`config.mk`:
```
export PLATFORM = sky130hd
export DESIGN_NAME = lsu_demux
export DESIGN_NICKNAME = d
export VERILOG_FILES = /design/src/verilog/core_mem_pkg.sv /design/src/verilog/lsu_demux.sv
export VERILOG_INCLUDE_DIRS = /design/src /design/src/verilog
export SDC_FILE = /design/constraint.sdc
export NUM_CORES = 1
export LEC_CHECK = 0
export ABC_AREA = 1
export BUFFER_PORTS_ARGS = -buffer_cell sky130_fd_sc_hd__buf_2
export CORE_AREA = 4 4 120 122
export DETAILED_ROUTE_END_ITERATION = 12
export DIE_AREA = 0 0 124 126
export MAX_ROUTING_LAYER = met4
export PLACE_DENSITY_LB_ADDON = 0.1
export REMOVE_ABC_BUFFERS = 1
export SYNTH_ARGS = -nofsm -noshare
export SYNTH_HDL_FRONTEND = slang
export SYNTH_SLANG_ARGS = --single-unit
```
`constraint.sdc`:
```
create_clock -name clk -period 2.2 [get_ports clk]
set_clock_uncertainty 0.15 [all_clocks]
set_input_delay 0.22 -clock clk [delete_from_list [all_inputs] [get_ports clk]]
set_output_delay 0.22 -clock clk [all_outputs]
set_load 0.05 [all_outputs]
```
`src/verilog/core_mem_defs.svh`:
```
`ifndef CORE_MEM_DEFS_SVH
`define CORE_MEM_DEFS_SVH

// Bus widths
`define CMR_DATA_W 32
`define CMR_BE_W 4
`define CMR_ADDR_W 32

// Region tag in the top address bits
`define CMR_REGION_W 12
`define CMR_LOCAL_REGION 12'h001

// RAM word-address widths
`define CMR_INSTR_AW 10
`define CMR_DATA_AW 10

`endif
```
`src/verilog/core_mem_pkg.sv`:
```
`include "core_mem_defs.svh"

package core_mem_pkg;

  // Request from any master toward a memory port
  typedef struct packed {
    logic                     req;
    logic                     we;
    logic [`CMR_BE_W-1:0]     be;
    logic [`CMR_ADDR_W-1:0]   addr;
    logic [`CMR_DATA_W-1:0]   wdata;
  } mem_req_t;

  // Response back to the master
  typedef struct packed {
    logic                     rvalid;
    logic [`CMR_DATA_W-1:0]   rdata;
  } mem_rsp_t;

  // One address word, flat or split into region tag and offset
  typedef union packed {
    logic [`CMR_ADDR_W-1:0] raw;
    struct packed {
      logic [`CMR_REGION_W-1:0]             region;
      logic [`CMR_ADDR_W-`CMR_REGION_W-1:0] offset;
    } fields;
  } lsu_addr_u;

  // Which side owns the pending load/store response
  typedef enum logic [0:0] {
    SRC_RAM = 1'b0,
    SRC_EXT = 1'b1
  } resp_src_e;

endpackage

```
`src/verilog/lsu_demux.sv`:
```
`timescale 1ns/1ns

`include "core_mem_defs.svh"

module lsu_demux
(
  input  logic                     clk,
  input  logic                     rst_n,

  // Load/store port from the core
  input  core_mem_pkg::mem_req_t   lsu_req_i,
  output logic                     lsu_gnt_o,
  output core_mem_pkg::mem_rsp_t   lsu_rsp_o,

  // Local data RAM side
  output core_mem_pkg::mem_req_t   ram_req_o,
  input  logic                     ram_gnt_i,
  input  core_mem_pkg::mem_rsp_t   ram_rsp_i,

  // External bus side
  output core_mem_pkg::mem_req_t   ext_req_o,
  input  logic                     ext_gnt_i,
  input  core_mem_pkg::mem_rsp_t   ext_rsp_i
);

  import core_mem_pkg::*;

  lsu_addr_u addr_view;
  logic      is_local;
  resp_src_e src_q;
  resp_src_e src_d;

  // Region decode on the top address bits
  assign addr_view.raw = lsu_req_i.addr;
  assign is_local      = (addr_view.fields.region == `CMR_LOCAL_REGION);

  always_comb
  begin
    ram_req_o      = lsu_req_i;
    ram_req_o.addr = addr_view.raw;
    ram_req_o.req  = lsu_req_i.req & is_local;

    ext_req_o      = lsu_req_i;
    ext_req_o.addr = addr_view.raw;
    ext_req_o.req  = lsu_req_i.req & ~is_local;
  end

  // Grant and next response owner
  always_comb
  begin
    src_d     = src_q;
    lsu_gnt_o = 1'b0;

    if (lsu_req_i.req)
    begin
      if (is_local)
      begin
        src_d     = SRC_RAM;
        lsu_gnt_o = ram_gnt_i;
      end
      else
      begin
        src_d     = SRC_EXT;
        lsu_gnt_o = ext_gnt_i;
      end
    end
  end

  always_ff @(posedge clk, negedge rst_n)
  begin
    if (!rst_n)
    begin
      src_q <= SRC_RAM;
    end
    else
    begin
      src_q <= src_d;
    end
  end

  // Return path
  assign lsu_rsp_o = (src_q == SRC_EXT) ? ext_rsp_i : ram_rsp_i;

endmodule

```
==> results.tsv <==
metric	value	unit
Ports	314	
FF-to-FF Start	src_q	
Most flops, register	src_q	
Mapped Cells	279	
global-route wire length before repair	17.6	mm
Core Area	13200	um2
Synth area leader	buf_4	
Clock Latency Late Sink	0	ns
layout cells sized above 1	54.0	%
# DRC	0	
Cell Area, Placed	1500	um2
synth top area cells	buf_4, nand2_1, inv_1	
final worst-path cycle share	78.1	%
hold wc startpoint	lsu_req_i[34]	
max-slew violations	0	
status	complete, no violations	
critical path startpoint category	flop	
final wirelength	14.9	mm
final net count	420	
Max Clock Freq	582	MHz
cts repair resizes	0	
synthesized area	1660	um2
DP HPWL	14.0	mm
PwrDens	270	nW/um2
Horiz. Die Dim	124	um
port bufs	142	
crit path DAT	1.35	ns
Critical Path Fanout Max	29	
clock slew seen by the registers of the worst setup and hold paths	0	ns
die area	15600	um2
Worst Max-Slew Pin Slew	0.340	ns
Setup crit end kind	primary output	
GP Congestion	0.775	
Max VDD drop	0.0000794	V
Tmin final	1.72	ns
Yosys top cell area share	64.3	%
Total GRT Usage	17.9	%
initial antenna violation count	11	
Post-DRT Antenna Nets	0	
synth warn	0	
RSZ-0062 raised after global routing	no	
Data required, critical path	1.83	ns
flop2flop setup slack	0.91	ns
Leakage	0.953	nW
FF+latch count, synth	1	
max-cap viol count	0	
post-DR vias/cell	3.52	
Final Cell Area	1530	um2
vias in the first global route	1620	
row cnt	42	
area delta synth->final	-7.47	%
CP Launch Point	src_q	
Cell variety after synth	14	
DR iter-0 viols	80	
total number of vias	1636	
Fin. Hold Viols	0	
Hold Path Class	in2out	
Crit Path Category	reg2out	
average routed wire per standard cell	32.0	um
sum of negative setup slack	0	ns
biggest regs	src_q (1)	
slew margin rel.	77.3	%
Final Util	11.6	%
Syn Area/Cell	5.94	um2
largest net degree at the start of global routing	34	
max reg flops	1	
DRT Pass-1 Iters	4	
grt ovf	0	
chip height	126	um
setup violators final	0	
sequential area share after synthesis	1.51	%
Starting Density	12.6	%
==> cell usage after synthesis (all sizes together) <==
cell	n
a21oi	1
and2	1
buf	145
dfrtp	1
inv	10
nand2	106
nand3	2
nand4	1
nor2	12
==> report_power, final <==
part	switching [mW]	internal, mW
clock network	0	0.000000670
registers	0.0000163	0.0187
logic	0.286	0.109
total	0.286	0.128
==> layout by cell type, fill, tap and decap left out, drive strengths merged <==
| master | synthesis | final |
|---|---|---|
| nand4 | 1 | 1 |
| buf | 145 | 143 |
| nand2 | 106 | 106 |
| a21oi | 1 | 1 |
| diode | 0 | 11 |
| dlygate4sd3 | 0 | 1 |
| nand3 | 2 | 2 |
| dfrtp | 1 | 1 |
| inv | 10 | 10 |
| nor2 | 12 | 12 |
| and2 | 1 | 1 |
==> critical path, cell delays in order (launching register included) <==
cell and delay, ns:
dfrtp_1 0.48, buf_4 0.37, nand2_1 0.13, nand2_1 0.09
buf_2 0.26
==> routing by layer <==
layer  vias up  routed length, um  track usage, %
li1        706                  -               -
met4         0                108          0.0644
met5         -                  0               -
met3         4               4920            26.0
met2       292               6210            26.9
met1       634               3660            12.9
==> worst paths after layout <==
| kind | cells after the start | endpoint |
|---|---|---|
| setup / recovery | 4 | lsu_rsp_o[9] |
| hold / removal | 0 | ext_req_o[34] |
| min in group asynchronous | 2 | src_q |
| max in group asynchronous | 2 | src_q |
| setup reg to reg | 3 | src_q |
| hold reg to reg | 3 | src_q |
==> logic make-up (layout without fill, tap and decap cells) <==
logic type      count (synthesis)  after routing  synth area share, %
other cells                     0             11                    0
flops                           1              1                 1.51
buf+inv                       155            154                 68.8
compound gates                  1              1                0.302
simple gates                  122            122                 29.4
==> through the flow <==
step                      setup slack [ns]  power (mW)  hold slack (ns)  cells
after floorplan                      0.371       0.182           -0.226    134
after global placement               0.495       0.417           -0.155    453
after CTS                            0.463       0.418            0.291    454
after global routing                 0.398       0.438            0.291    465
after detailed placement             0.465       0.415           -0.154    453
final                                0.483       0.414            0.291    465
==> area by class of cell <==
cell class	count	area, um2
multi-input cells	123	493
fillers	1605	11700
repair buffers	144	728
inverters	10	40.0
diodes	11	27.5
well taps	176	220
flip-flops and latches	1	25.0
==> repair_timing <==
item                                   CTS  global route
hold buffers                             1             0
endpoints found under the hold margin    1             0
setup buffers                            0             0
Note: power is estimated with default switching activity, not from simulation.
